**src/design/armCore_cfg.svh**
```systemverilog
// Core width macros: word width, register-address width, PC register index and PC step
`ifndef ARM_CORE_CFG_SVH
`define ARM_CORE_CFG_SVH

// Data and address width
`define ARM_XLEN 32

// Register number width, sixteen architectural registers
`define ARM_REG_ADDR_W 4

// R15 is the program counter
`define ARM_PC_REG 15

// Byte step between instruction words
`define ARM_PC_STEP 4

`endif
```
**src/design/ctrlPkg.sv**
```systemverilog
// Control types: multicycle state encoding and datapath select encodings
`default_nettype none

package ctrlPkg;

	typedef enum logic [3:0] {
		FETCH    = 4'd0,
		DECODE   = 4'd1,
		MEMADR   = 4'd2,
		MEMRD    = 4'd3,
		MEMWB    = 4'd4,
		MEMWR    = 4'd5,
		EXECUTER = 4'd6,
		EXECUTEI = 4'd7,
		ALUWB    = 4'd8,
		BRANCH   = 4'd9
	} cpuState_t;

	// ALU source B
	typedef enum logic [1:0] {
		SRCB_REG  = 2'b00,
		SRCB_IMM  = 2'b01,
		SRCB_STEP = 2'b10
	} srcBSel_t;

	// Value driven onto the result bus
	typedef enum logic [1:0] {
		RES_ALUOUT = 2'b00,
		RES_DATA   = 2'b01,
		RES_ALU    = 2'b10
	} resultSel_t;

	// Immediate extension format
	typedef enum logic [1:0] {
		IMM_8      = 2'b00,
		IMM_12     = 2'b01,
		IMM_BRANCH = 2'b10
	} immSel_t;

endpackage

`default_nettype wire

```
**src/design/isaPkg.sv**
```systemverilog
// Instruction-encoding types: condition codes, opcode classes, function codes, ALU ops, flags
`default_nettype none

package isaPkg;

	// Condition field, bits 31:28
	typedef enum logic [3:0] {
		COND_EQ = 4'b0000,
		COND_NE = 4'b0001,
		COND_CS = 4'b0010,
		COND_CC = 4'b0011,
		COND_MI = 4'b0100,
		COND_PL = 4'b0101,
		COND_VS = 4'b0110,
		COND_VC = 4'b0111,
		COND_HI = 4'b1000,
		COND_LS = 4'b1001,
		COND_GE = 4'b1010,
		COND_LT = 4'b1011,
		COND_GT = 4'b1100,
		COND_LE = 4'b1101,
		COND_AL = 4'b1110
	} condCode_t;

	// Op field, bits 27:26
	typedef enum logic [1:0] {
		OP_DP     = 2'b00,
		OP_MEM    = 2'b01,
		OP_BRANCH = 2'b10
	} opClass_t;

	// Data-processing cmd field, bits 24:21
	typedef enum logic [3:0] {
		FN_AND = 4'b0000,
		FN_EOR = 4'b0001,
		FN_SUB = 4'b0010,
		FN_ADD = 4'b0100,
		FN_ORR = 4'b1100
	} dpFunct_t;

	typedef enum logic [2:0] {
		ALU_ADD = 3'b000,
		ALU_SUB = 3'b001,
		ALU_AND = 3'b010,
		ALU_ORR = 3'b011,
		ALU_EOR = 3'b100,
		ALU_MUL = 3'b101
	} aluOp_t;

	typedef struct packed {
		logic n;
		logic z;
		logic c;
		logic v;
	} aluFlags_t;

endpackage

`default_nettype wire

```
**src/design/armCore.sv**
```systemverilog
// Core top level joining the control unit with operand, ALU and result paths
`default_nettype none
`include "armCore_cfg.svh"

module armCore (
	input  logic                 clk,
	input  logic                 reset,
	input  logic [`ARM_XLEN-1:0] readData,
	output logic                 memWrite,
	output logic [`ARM_XLEN-1:0] adr,
	output logic [`ARM_XLEN-1:0] writeData
);
	import isaPkg::*;
	import ctrlPkg::*;

	logic [`ARM_XLEN-1:0] instr, srcA, srcB, aluResult, result, pcValue;
	aluFlags_t  aluFlags;
	aluOp_t     aluOp;
	srcBSel_t   srcBSel;
	resultSel_t resultSel;
	immSel_t    immSel;
	logic       pcWrite, regWrite, irWrite, adrSrc, srcASel;
	logic       ra1Pc, ra2Rd, mulRegs;

	// Port names match the nets above throughout
	controlUnit ctrl (.*);

	operandPath operands (.*);

	aluUnit alu (.*);

	resultPath results (.*);

endmodule

`default_nettype wire

```
**src/design/controlUnit.sv**
```systemverilog
// Multicycle FSM, instruction decoder, flags register and condition check
`default_nettype none
`include "armCore_cfg.svh"

module controlUnit (
	input  logic                 clk,
	input  logic                 reset,
	input  logic [`ARM_XLEN-1:0] instr,
	input  isaPkg::aluFlags_t    aluFlags,
	output logic                 pcWrite,
	output logic                 memWrite,
	output logic                 regWrite,
	output logic                 irWrite,
	output logic                 adrSrc,
	output logic                 srcASel,
	output ctrlPkg::srcBSel_t    srcBSel,
	output ctrlPkg::resultSel_t  resultSel,
	output ctrlPkg::immSel_t     immSel,
	output logic                 ra1Pc,
	output logic                 ra2Rd,
	output logic                 mulRegs,
	output isaPkg::aluOp_t       aluOp
);
	import isaPkg::*;
	import ctrlPkg::*;

	cpuState_t state, nextState;
	aluFlags_t flags;
	opClass_t  opClass;
	dpFunct_t  funct;
	condCode_t cond;
	logic      isMul, isArith, immOp, isLoad, sBit;
	logic      condEx, condPass, ge;
	logic      nextPc, regW, memW, branch, aluDec;
	logic      destIsPc, pcRedirect;
	logic      flagWriteNZ, flagWriteCV;

	// Instruction fields
	assign opClass = opClass_t'(instr[27:26]);
	assign funct   = dpFunct_t'(instr[24:21]);
	assign cond    = condCode_t'(instr[31:28]);
	assign immOp   = instr[25];
	assign isLoad  = instr[20];
	assign sBit    = instr[20];
	assign isMul   = (instr[27:22] == 6'b000000) && (instr[7:4] == 4'b1001);
	assign isArith = !isMul && (funct == FN_ADD || funct == FN_SUB);

	always_ff @(posedge clk or posedge reset) begin
		if (reset)
			state <= FETCH;
		else
			state <= nextState;
	end

	always_comb begin
		nextState = FETCH;
		case (state)
			FETCH: nextState = DECODE;
			DECODE: begin
				case (opClass)
					OP_DP:     nextState = immOp ? EXECUTEI : EXECUTER;
					OP_MEM:    nextState = MEMADR;
					OP_BRANCH: nextState = BRANCH;
					// Undefined class goes straight back
					default:   nextState = FETCH;
				endcase
			end
			MEMADR:   nextState = isLoad ? MEMRD : MEMWR;
			MEMRD:    nextState = MEMWB;
			EXECUTER: nextState = ALUWB;
			EXECUTEI: nextState = ALUWB;
			default:  nextState = FETCH;
		endcase
	end

	// Control word per state
	always_comb begin
		irWrite   = 1'b0;
		adrSrc    = 1'b0;
		srcASel   = 1'b0;
		srcBSel   = SRCB_REG;
		resultSel = RES_ALUOUT;
		nextPc    = 1'b0;
		regW      = 1'b0;
		memW      = 1'b0;
		branch    = 1'b0;
		aluDec    = 1'b0;
		case (state)
			FETCH: begin
				irWrite   = 1'b1;
				srcASel   = 1'b1;
				srcBSel   = SRCB_STEP;
				resultSel = RES_ALU;
				nextPc    = 1'b1;
			end
			DECODE: begin
				// PC+8 on the result bus, seen as the R15 read
				srcASel   = 1'b1;
				srcBSel   = SRCB_STEP;
				resultSel = RES_ALU;
			end
			MEMADR: srcBSel = SRCB_IMM;
			MEMRD:  adrSrc = 1'b1;
			MEMWB: begin
				resultSel = RES_DATA;
				regW      = 1'b1;
			end
			MEMWR: begin
				adrSrc = 1'b1;
				memW   = 1'b1;
			end
			EXECUTER: aluDec = 1'b1;
			EXECUTEI: begin
				srcBSel = SRCB_IMM;
				aluDec  = 1'b1;
			end
			ALUWB: regW = 1'b1;
			BRANCH: begin
				srcBSel   = SRCB_IMM;
				resultSel = RES_ALU;
				branch    = 1'b1;
			end
			default: ;
		endcase
	end

	// ALU decoder, address-only states always add
	always_comb begin
		aluOp = ALU_ADD;
		if (aluDec) begin
			if (isMul)
				aluOp = ALU_MUL;
			else begin
				case (funct)
					FN_SUB:  aluOp = ALU_SUB;
					FN_AND:  aluOp = ALU_AND;
					FN_ORR:  aluOp = ALU_ORR;
					FN_EOR:  aluOp = ALU_EOR;
					default: aluOp = ALU_ADD;
				endcase
			end
		end
	end

	// Instruction-class selects for the operand path
	assign ra1Pc   = (opClass == OP_BRANCH);
	assign ra2Rd   = (opClass == OP_MEM);
	assign mulRegs = isMul;
	assign immSel  = (opClass == OP_MEM) ? IMM_12 : (opClass == OP_BRANCH) ? IMM_BRANCH : IMM_8;

	assign ge = (flags.n == flags.v);
	always_comb begin
		case (cond)
			COND_EQ: condEx = flags.z;
			COND_NE: condEx = !flags.z;
			COND_CS: condEx = flags.c;
			COND_CC: condEx = !flags.c;
			COND_MI: condEx = flags.n;
			COND_PL: condEx = !flags.n;
			COND_VS: condEx = flags.v;
			COND_VC: condEx = !flags.v;
			COND_HI: condEx = flags.c && !flags.z;
			COND_LS: condEx = !(flags.c && !flags.z);
			COND_GE: condEx = ge;
			COND_LT: condEx = !ge;
			COND_GT: condEx = !flags.z && ge;
			COND_LE: condEx = !(!flags.z && ge);
			COND_AL: condEx = 1'b1;
			default: condEx = 1'b0;
		endcase
	end

	// Condition sampled once per instruction, at the end of DECODE
	always_ff @(posedge clk or posedge reset) begin
		if (reset)
			condPass <= 1'b0;
		else if (state == DECODE)
			condPass <= condEx;
	end

	assign flagWriteNZ = aluDec && sBit && condPass;
	assign flagWriteCV = flagWriteNZ && isArith;

	always_ff @(posedge clk or posedge reset) begin
		if (reset)
			flags <= '0;
		else begin
			if (flagWriteNZ) begin
				flags.n <= aluFlags.n;
				flags.z <= aluFlags.z;
			end
			if (flagWriteCV) begin
				flags.c <= aluFlags.c;
				flags.v <= aluFlags.v;
			end
		end
	end

	// A write to R15 goes to the PC instead of the register file
	assign destIsPc   = (isMul ? instr[19:16] : instr[15:12]) == `ARM_REG_ADDR_W'(`ARM_PC_REG);
	assign pcRedirect = (regW && destIsPc) || branch;

	assign pcWrite  = nextPc || (pcRedirect && condPass);
	assign regWrite = regW && condPass && !destIsPc;
	assign memWrite = memW && condPass;

	noMemRegOverlap: assert property (@(posedge clk) disable iff (reset)
		!(memWrite && regWrite));

	stateDefined: assert property (@(posedge clk) disable iff (reset)
		!$isunknown(state) && (state <= BRANCH));

endmodule

`default_nettype wire

```
**src/design/resultPath.sv**
```systemverilog
// PC register, ALU-out and load-data registers, result select and memory address select
`default_nettype none
`include "armCore_cfg.svh"

module resultPath (
	input  logic                 clk,
	input  logic                 reset,
	input  logic [`ARM_XLEN-1:0] readData,
	input  logic [`ARM_XLEN-1:0] aluResult,
	input  logic                 pcWrite,
	input  logic                 adrSrc,
	input  ctrlPkg::resultSel_t  resultSel,
	output logic [`ARM_XLEN-1:0] result,
	output logic [`ARM_XLEN-1:0] pcValue,
	output logic [`ARM_XLEN-1:0] adr
);
	import ctrlPkg::*;

	logic [`ARM_XLEN-1:0] aluOut, loadData;

	always_ff @(posedge clk or posedge reset) begin
		if (reset)
			pcValue <= '0;
		else if (pcWrite)
			pcValue <= result;
	end

	// One-cycle holding registers between states
	always_ff @(posedge clk) begin
		aluOut   <= aluResult;
		loadData <= readData;
	end

	always_comb begin
		case (resultSel)
			RES_DATA: result = loadData;
			RES_ALU:  result = aluResult;
			default:  result = aluOut;
		endcase
	end

	// Instruction fetch from PC, data access from the computed address
	assign adr = adrSrc ? result : pcValue;

endmodule

`default_nettype wire

```
**src/design/operandPath.sv**
```systemverilog
// Instruction register, register addressing, operand registers, immediate extend, ALU sources
`default_nettype none
`include "armCore_cfg.svh"

module operandPath (
	input  logic                 clk,
	input  logic                 reset,
	input  logic [`ARM_XLEN-1:0] readData,
	input  logic [`ARM_XLEN-1:0] result,
	input  logic                 irWrite,
	input  logic                 regWrite,
	input  logic                 ra1Pc,
	input  logic                 ra2Rd,
	input  logic                 mulRegs,
	input  ctrlPkg::immSel_t     immSel,
	input  logic                 srcASel,
	input  ctrlPkg::srcBSel_t    srcBSel,
	input  logic [`ARM_XLEN-1:0] pcValue,
	output logic [`ARM_XLEN-1:0] instr,
	output logic [`ARM_XLEN-1:0] srcA,
	output logic [`ARM_XLEN-1:0] srcB,
	output logic [`ARM_XLEN-1:0] writeData
);
	import ctrlPkg::*;

	logic [`ARM_REG_ADDR_W-1:0] ra1, ra2, wa;
	logic [`ARM_XLEN-1:0]       rd1, rd2, opA, opB, extImm;

	always_ff @(posedge clk or posedge reset) begin
		if (reset)
			instr <= '0;
		else if (irWrite)
			instr <= readData;
	end

	// MUL reads Rm and Rs and writes the field at 19:16
	assign ra1 = ra1Pc ? `ARM_REG_ADDR_W'(`ARM_PC_REG) : (mulRegs ? instr[3:0] : instr[19:16]);
	assign ra2 = ra2Rd ? instr[15:12] : (mulRegs ? instr[11:8] : instr[3:0]);
	assign wa  = mulRegs ? instr[19:16] : instr[15:12];

	registerFile regs (
		.clk       (clk),
		.writeEn   (regWrite),
		.readAddr1 (ra1),
		.readAddr2 (ra2),
		.writeAddr (wa),
		.writeData (result),
		.pcValue   (result),
		.readData1 (rd1),
		.readData2 (rd2)
	);

	// Operands captured one cycle after they are read
	always_ff @(posedge clk) begin
		opA <= rd1;
		opB <= rd2;
	end

	always_comb begin
		case (immSel)
			IMM_8:      extImm = {{(`ARM_XLEN - 8){1'b0}}, instr[7:0]};
			IMM_12:     extImm = {{(`ARM_XLEN - 12){1'b0}}, instr[11:0]};
			IMM_BRANCH: extImm = {{(`ARM_XLEN - 26){instr[23]}}, instr[23:0], 2'b00};
			default:    extImm = '0;
		endcase
	end

	assign srcA = srcASel ? pcValue : opA;

	always_comb begin
		case (srcBSel)
			SRCB_IMM:  srcB = extImm;
			SRCB_STEP: srcB = `ARM_XLEN'(`ARM_PC_STEP);
			default:   srcB = opB;
		endcase
	end

	// Store data is the second operand, Rd for STR
	assign writeData = opB;

endmodule

`default_nettype wire

```
**src/design/aluUnit.sv**
```systemverilog
// ALU with add/subtract, logic ops and low-word multiply, plus NZCV flags
`default_nettype none
`include "armCore_cfg.svh"

module aluUnit (
	input  logic [`ARM_XLEN-1:0] srcA,
	input  logic [`ARM_XLEN-1:0] srcB,
	input  isaPkg::aluOp_t       aluOp,
	output logic [`ARM_XLEN-1:0] aluResult,
	output isaPkg::aluFlags_t    aluFlags
);
	import isaPkg::*;

	logic                 subtract, arith;
	logic [`ARM_XLEN-1:0] bInv;
	logic [`ARM_XLEN:0]   sum;

	assign subtract = (aluOp == ALU_SUB);
	assign arith    = (aluOp == ALU_ADD) || subtract;

	// Subtract as A + ~B + 1
	assign bInv = subtract ? ~srcB : srcB;
	assign sum  = {1'b0, srcA} + {1'b0, bInv} + {{`ARM_XLEN{1'b0}}, subtract};

	always_comb begin
		case (aluOp)
			ALU_AND: aluResult = srcA & srcB;
			ALU_ORR: aluResult = srcA | srcB;
			ALU_EOR: aluResult = srcA ^ srcB;
			ALU_MUL: aluResult = srcA * srcB;  // low word only
			default: aluResult = sum[`ARM_XLEN-1:0];
		endcase
	end

	assign aluFlags.n = aluResult[`ARM_XLEN-1];
	assign aluFlags.z = (aluResult == '0);
	assign aluFlags.c = arith && sum[`ARM_XLEN];
	// Overflow when operands agree in sign and the sum does not
	assign aluFlags.v = arith && !(srcA[`ARM_XLEN-1] ^ srcB[`ARM_XLEN-1] ^ subtract)
		&& (srcA[`ARM_XLEN-1] ^ sum[`ARM_XLEN-1]);

endmodule

`default_nettype wire

```
**src/design/registerFile.sv**
```systemverilog
// Register file of fifteen general registers, R15 reads come from the PC path
`default_nettype none
`include "armCore_cfg.svh"

module registerFile (
	input  logic                       clk,
	input  logic                       writeEn,
	input  logic [`ARM_REG_ADDR_W-1:0] readAddr1,
	input  logic [`ARM_REG_ADDR_W-1:0] readAddr2,
	input  logic [`ARM_REG_ADDR_W-1:0] writeAddr,
	input  logic [`ARM_XLEN-1:0]       writeData,
	input  logic [`ARM_XLEN-1:0]       pcValue,
	output logic [`ARM_XLEN-1:0]       readData1,
	output logic [`ARM_XLEN-1:0]       readData2
);
	logic [`ARM_XLEN-1:0] regs [0:`ARM_PC_REG-1];

	always_ff @(posedge clk) begin
		if (writeEn)
			regs[writeAddr] <= writeData;
	end

	// R15 reads see PC+8 from the result bus
	assign readData1 = (readAddr1 == `ARM_REG_ADDR_W'(`ARM_PC_REG)) ? pcValue : regs[readAddr1];
	assign readData2 = (readAddr2 == `ARM_REG_ADDR_W'(`ARM_PC_REG)) ? pcValue : regs[readAddr2];

	noPcWrite: assert property (@(posedge clk)
		writeEn |-> writeAddr != `ARM_REG_ADDR_W'(`ARM_PC_REG));

endmodule

`default_nettype wire

```
**config.mk**
```make
export PLATFORM = sky130hd
export DESIGN_NAME = armCore
export DESIGN_NICKNAME = d
export VERILOG_FILES = /design/src/design/ctrlPkg.sv /design/src/design/isaPkg.sv /design/src/design/armCore.sv /design/src/design/controlUnit.sv /design/src/design/resultPath.sv /design/src/design/operandPath.sv /design/src/design/aluUnit.sv /design/src/design/registerFile.sv
export VERILOG_INCLUDE_DIRS = /design/src /design/src/design
export SDC_FILE = /design/constraint.sdc
export NUM_CORES = 2
export LEC_CHECK = 0
export BUFFER_PORTS_ARGS = -buffer_cell sky130_fd_sc_hd__buf_2
export CAP_MARGIN = 20
export CELL_PAD_IN_SITES_DETAIL_PLACEMENT = 1
export CELL_PAD_IN_SITES_GLOBAL_PLACEMENT = 1
export CORE_ASPECT_RATIO = 0.7
export CORE_UTILIZATION = 45
export CTS_BUF_LIST = sky130_fd_sc_hd__clkbuf_16
export CTS_CLUSTER_SIZE = 40
export DETAILED_ROUTE_END_ITERATION = 10
export GPL_TIMING_DRIVEN = 0
export HOLD_SLACK_MARGIN = 0.06
export PLACE_DENSITY = 0.84
export SYNTH_ARGS = -nofsm -noshare
export SYNTH_HDL_FRONTEND = slang
export SYNTH_HIERARCHICAL = 1
export SYNTH_SLANG_ARGS = --single-unit
```
**constraint.sdc**
```tcl
create_clock -name clk -period 11.1 [get_ports clk]
set_clock_uncertainty 0.2 [all_clocks]
set_input_delay 0.555 -clock clk [delete_from_list [all_inputs] [get_ports clk]]
set_output_delay 0.555 -clock clk [all_outputs]
set_load 0.01 [all_outputs]
```
**Word-level counts from Yosys, hierarchy flattened**

Memory sizes are Yosys's and may differ from the RTL's.
Index checks and enable logic that the tools add are counted.

- Output and inout port bits: 65
- Bits in registers: 201
- Input bits: 34
- Memories: 1
- Memory bits (writable): 480
- Word-level logic and storage cells: 146

- Eq/ne operators: 45
- Add/subtract/negate cells: 2
- Bitwise gates (word level): 7
- Mux-type cells: 35
- Multipliers: 1
- Reduce and logical (&&, ||, !) cells: 43

Memories:

| name | words | bits a word | read ports | clocked after memory_dff | write ports | RTL line | RTL |
|---|---|---|---|---|---|---|---|
| operands.regs.regs | 15 | 32 | 2 | 0 | 1 | registerFile.sv:16 | `` logic [`ARM_XLEN-1:0] regs [0:`ARM_PC_REG-1]; `` |

Operator list:

| operator | number |
|---|---|
| $mux 32 | 5 |
| $pmux 32 s2 | 2 |
| $pmux 32 s4 | 1 |
| $pmux 32 s3 | 1 |
| $eq 4x4->1 const B | 14 |
| $eq 4x3->1 const B | 9 |
| $add 32x32->33 | 1 |
| $add 33x1->33 | 1 |
| $and 32x32->32 | 1 |
| $logic_not 32->1 | 1 |
| $mul 32x32->32 | 1 |
| $not 32->32 | 1 |
| $or 32x32->32 | 1 |
| $xor 32x32->32 | 1 |
| $eq 4x2->1 const B | 5 |
| $mux 4 | 5 |
| $pmux 4 s5 | 1 |
| $logic_and 1x1->1 | 15 |
| $pmux 1 s15 | 1 |
| $eq 4x1->1 const B | 3 |
| $logic_not 4->1 | 3 |
| $pmux 3 s4 | 1 |
| $pmux 4 s3 | 1 |
| $logic_not 1->1 | 10 |
| other kinds (17) | 48 |

**Depth between registers and ports, before layout**

- Word-level depth: 13
- Depth in mapped cells: 45
- Depth with buffers taken out: 39

**By module**

The synthesis kept the hierarchy.

Modules (own cells, without submodules):

| module | cells each | seq. area each (um2) | area an instance (um2) | instances |
|---|---|---|---|---|
| registerFile | 1432 | 14413.8 | 23063.4 | 1 |
| aluUnit | 2351 | 0.0 | 19234.7 | 1 |
| resultPath | 352 | 2082.0 | 3952.5 | 1 |
| operandPath | 266 | 2082.0 | 3553.4 | 1 |
| controlUnit | 113 | 225.2 | 873.3 | 1 |

**Worst setup path after synthesis**

Ideal clock, no wire load.

- Path type: reg-to-output
- From: reg ctrl.state[0]
- To: out adr[31]
- Arrival: 9.839 ns
- Slack: 0.506 ns
- Stages on the path, launching flop included: 41
- Data required time: 10.345 ns
- Buffers on the path: 5
- Cell sequence: dfrtp_1 -> clkbuf_1 -> xnor2_1 -> nand2_1 -> o22ai_1 -> inv_1 -> ha_1 -> buf_6 -> mux2_2 -> a221o_1 -> clkbuf_1 -> inv_1 -> buf_1 -> nor2_1 -> fa_1 -> inv_1 -> fa_1 -> fa_1 -> [... 5 more ...] -> inv_1 -> fa_1 -> fa_1 -> ha_1 -> a21o_1 -> a21o_1 -> a211oi_1 -> nand2b_1 -> a21oi_1 -> a31o_1 -> o41ai_1 -> o21ai_0 -> xnor2_1 -> a21oi_1 -> a21oi_1 -> buf_4 -> a221oi_1 -> o31ai_1

RTL lines:

| item | RTL line | RTL |
|---|---|---|
| start: declaration | controlUnit.sv:27 | `cpuState_t state, nextState;` |
| start signal: assignment | controlUnit.sv:52 | `state <= nextState;` |
| end: declaration | armCore.sv:10 | `` output logic [`ARM_XLEN-1:0] adr, `` |

==> impl_metrics.json <==
{
  "top_usage_layer": "met1",
  "avgSynthCellArea_um2": 11.2,
  "fillers": 11700,
  "most-common-layout-cells": "edfxtp_1 (480), inv_1 (451), nor2_1 (427), fa_1 (400), nand2_1 (350)",
  "ys_async_sr_fraction": 0.107,
  "arrival_ns": 10.72,
  "syn2layout_area_growth_pct": 15.5,
  "grt_max_degree": 33,
  "ys_seq_elements": 681,
  "synth-edff-count": 480,
  "rsz0062_at_grt": "true",
  "post_drt_wl_per_cell_um": 36.3,
  "finalWorstSetupSlack_ns": -0.376,
  "antenna_found_initial": 15,
  "globalplace.congestion": 1.03,
  "cts.clk_slew.worst_paths_ns": 0.07,
  "initial_utilization": 0.456,
  "ios": 99,
  "setup_viol": 13,
  "hold_class": "in -> async",
  "grtUsageMet3": 0.224,
  "overflow": 0,
  "finalHoldViolations": 0,
  "route.detailed.drc": 0,
  "fin_crit_ns": 11.48,
  "yosysWarnings": 6,
  "cp_common_cell": "fa_1",
  "die_x_um": 403,
  "dpl.cell_count": 6174,
  "first_pass_iters": 6,
  "r2r_cells": 35,
  "clock_latency_ns": 0.65,
  "max_freq_mhz": 87.1,
  "critical_path_peak_fanout": 7,
  "drive_gt1_frac": 0.202,
  "first_global_vias": 43300,
  "cpMaxStageDelayCell": "dfrtp_1",
  "std_cell_rows": 102,
  "failed_checks": "setup timing",
  "cp_data_required_time_ns": 10.35,
  "drv_cap": 0,
  "slew_violations": 0,
  "outcome": "finished with violations",
  "grt_pass1_wl_um": 323000,
  "synth-seq-area-share": 0.371,
  "die_area_um2": 114000,
  "grt_usage": 0.403,
  "timing.final.crit_share": 1.03,
  "vias_per_cell": 6.75,
  "drt-total-wl_um": 233000,
  "critical-path-max-stage-delay_ns": 0.57,
  "numCtsBuffers": 58,
  "layout.nets": 5520,
  "grt_use_met1": 0.552,
  "cts_tree": "built",
  "dp_hpwl_um": 178000,
  "fp.dieH_um": 283,
  "portBuffers": 98,
  "worst_slew_pin_slew_ns": 1.31,
  "r2r_setup_slack_ns": -0.24,
  "synth_cell_type_count": 103,
  "layout_commonest_cell": "edfxtp_1",
  "slew_headroom": 0.122,
  "synth_top_flop_cell": "edfxtp_1",
  "ctsLongestPathBuffers": 3,
  "path_class": "reg -> out",
  "clock-root-buffer": "clkbuf_16",
  "first_iter_violations": 6853,
  "syn_area_um2": 50700,
  "syn_nets": 5179,
  "cts.sinks": 681,
  "dr_total_vias": 43400,
  "h-tree-depth": 2,
  "critPathCaptureType": "output port",
  "syn_inst": 4514,
  "fin_cells": 6424,
  "antenna_left": 0,
  "gr-usage-met2": 0.523,
  "critPathLaunchType": "flop",
  "fp.coreArea_um2": 111000
}
## per-layer routing
layer | share of wire | wire length [µm] | vias up
li1 | - | - | 16500
met1 | 0.38 | 89600 | 22100
met2 | 0.38 | 88500 | 3931
met3 | 0.19 | 44400 | 760
met4 | 0.043 | 10000 | 33
met5 | 0.0026 | 613 | -
## synth_stat cells (18+ instances only)
library cell  number  area [µm²]
fa_1             409        8190
a211oi_1          51         383
inv_1            458        1720
buf_6             25         282
xor2_1            30         263
buf_4             27         203
a22oi_1           29         218
a31oi_1           30         188
nor2_1           471        1770
nand2b_1          91         569
buf_2             50         250
o2111ai_1         23         201
a21oi_1          105         526
nand2_1          354        1330
mux2_2           111        1250
a221oi_2          31         465
buf_1             27         101
o31ai_1           72         541
ha_1             222        2780
o21ai_0          139         696
mux2i_1          204        2040
o22ai_1           34         213
a221oi_1          46         403
edfxtp_1         480       14400
nor3_1            33         165
dfxtp_1          128        2560
nor2b_1           82         513
mux4_2           116        2610
clkinv_1          18        67.6
dfrtp_1           73        1830
clkbuf_1         138         518
xnor2_1          111         972
a22o_1            21         184
## flip-flops by register name (all words and copies together) (netlist names)
| signal | cells |
|---|---|
| operands/instr | 32 |
| operands/opA | 32 |
| results/loadData | 32 |
| operands/regs/regs | 480 |
| results/aluOut | 32 |
| ctrl/condPass | 1 |
| ctrl/flags | 4 |
| results/pcValue | 32 |
| ctrl/state | 4 |
| operands/writeData | 32 |
## critical path: cells and delay by family, from the launching register on
kind,cells,cell delay (ns)
buffers and inverters,11,1.69
AOI/OAI and AO/OA,10,1.98
xor gates and xnor gates,1,0.16
and+or+nand+nor,5,1.25
DFF,1,0.57
adders and majority gates,9,4.38
## per-stage QoR
stage                      util  instance area, µm²  setup slack, ns  hold slack [ns]  setup TNS (ns)
final                     0.527               58500           -0.376            0.272           -2.44
after global routing      0.526               58500           -0.452            0.311           -2.96
after CTS                 0.520               57800           -0.266            0.256           -1.05
after detailed placement  0.485               53900            -3.09            0.300         -620.16
after global placement    0.477               53100            -3.14            0.286         -686.44
after floorplan               -               50700            0.506            0.183               0
## logic make-up after synthesis
family | synth area share
AND/OR/NAND/NOR | 0.0984
multiplexers | 0.117
buffers and inverters | 0.0634
adder cells (fa/ha/maj) | 0.216
flip-flops | 0.371
AO/OA/AOI/OAI | 0.109
XOR/XNOR | 0.0244
## cell type report
type	instances	area, µm²	share of cell area
antenna	12	30.0	0.000513
buffer	257	1690	0.0289
timing repair buffer	294	2450	0.0419
clock buffer	59	1480	0.0252
inverter	482	1900	0.0325
multi-input combinational	3081	29900	0.510
clock inverter	50	410	0.00701
sequential	681	18800	0.321
tap	1508	1890	0.0322
## path summary, 6_finish.rpt
kind,start,to
min,reset,ctrl/state[1]
min reg2reg,operands/instr[29],operands/instr[29]
max,operands/instr[27],adr[31]
max reg2reg,operands/instr[27],ctrl/flags[2]
max in group asynchronous,reset,results/pcValue[6]
min in group clk,operands/instr[29],operands/instr[29]
## timing repair
item	4_1_cts	5_1_grt
pin swaps	77	63
buffers inserted	66	26
hold buffers	33	0
gates resized for setup	325	107
hold endpoints to repair	96	0
setup endpoints to repair	439	75
Power is left out: the tool's default activity adds up to more than one toggle a clock period on the data nets, which glitch-free logic cannot reach.
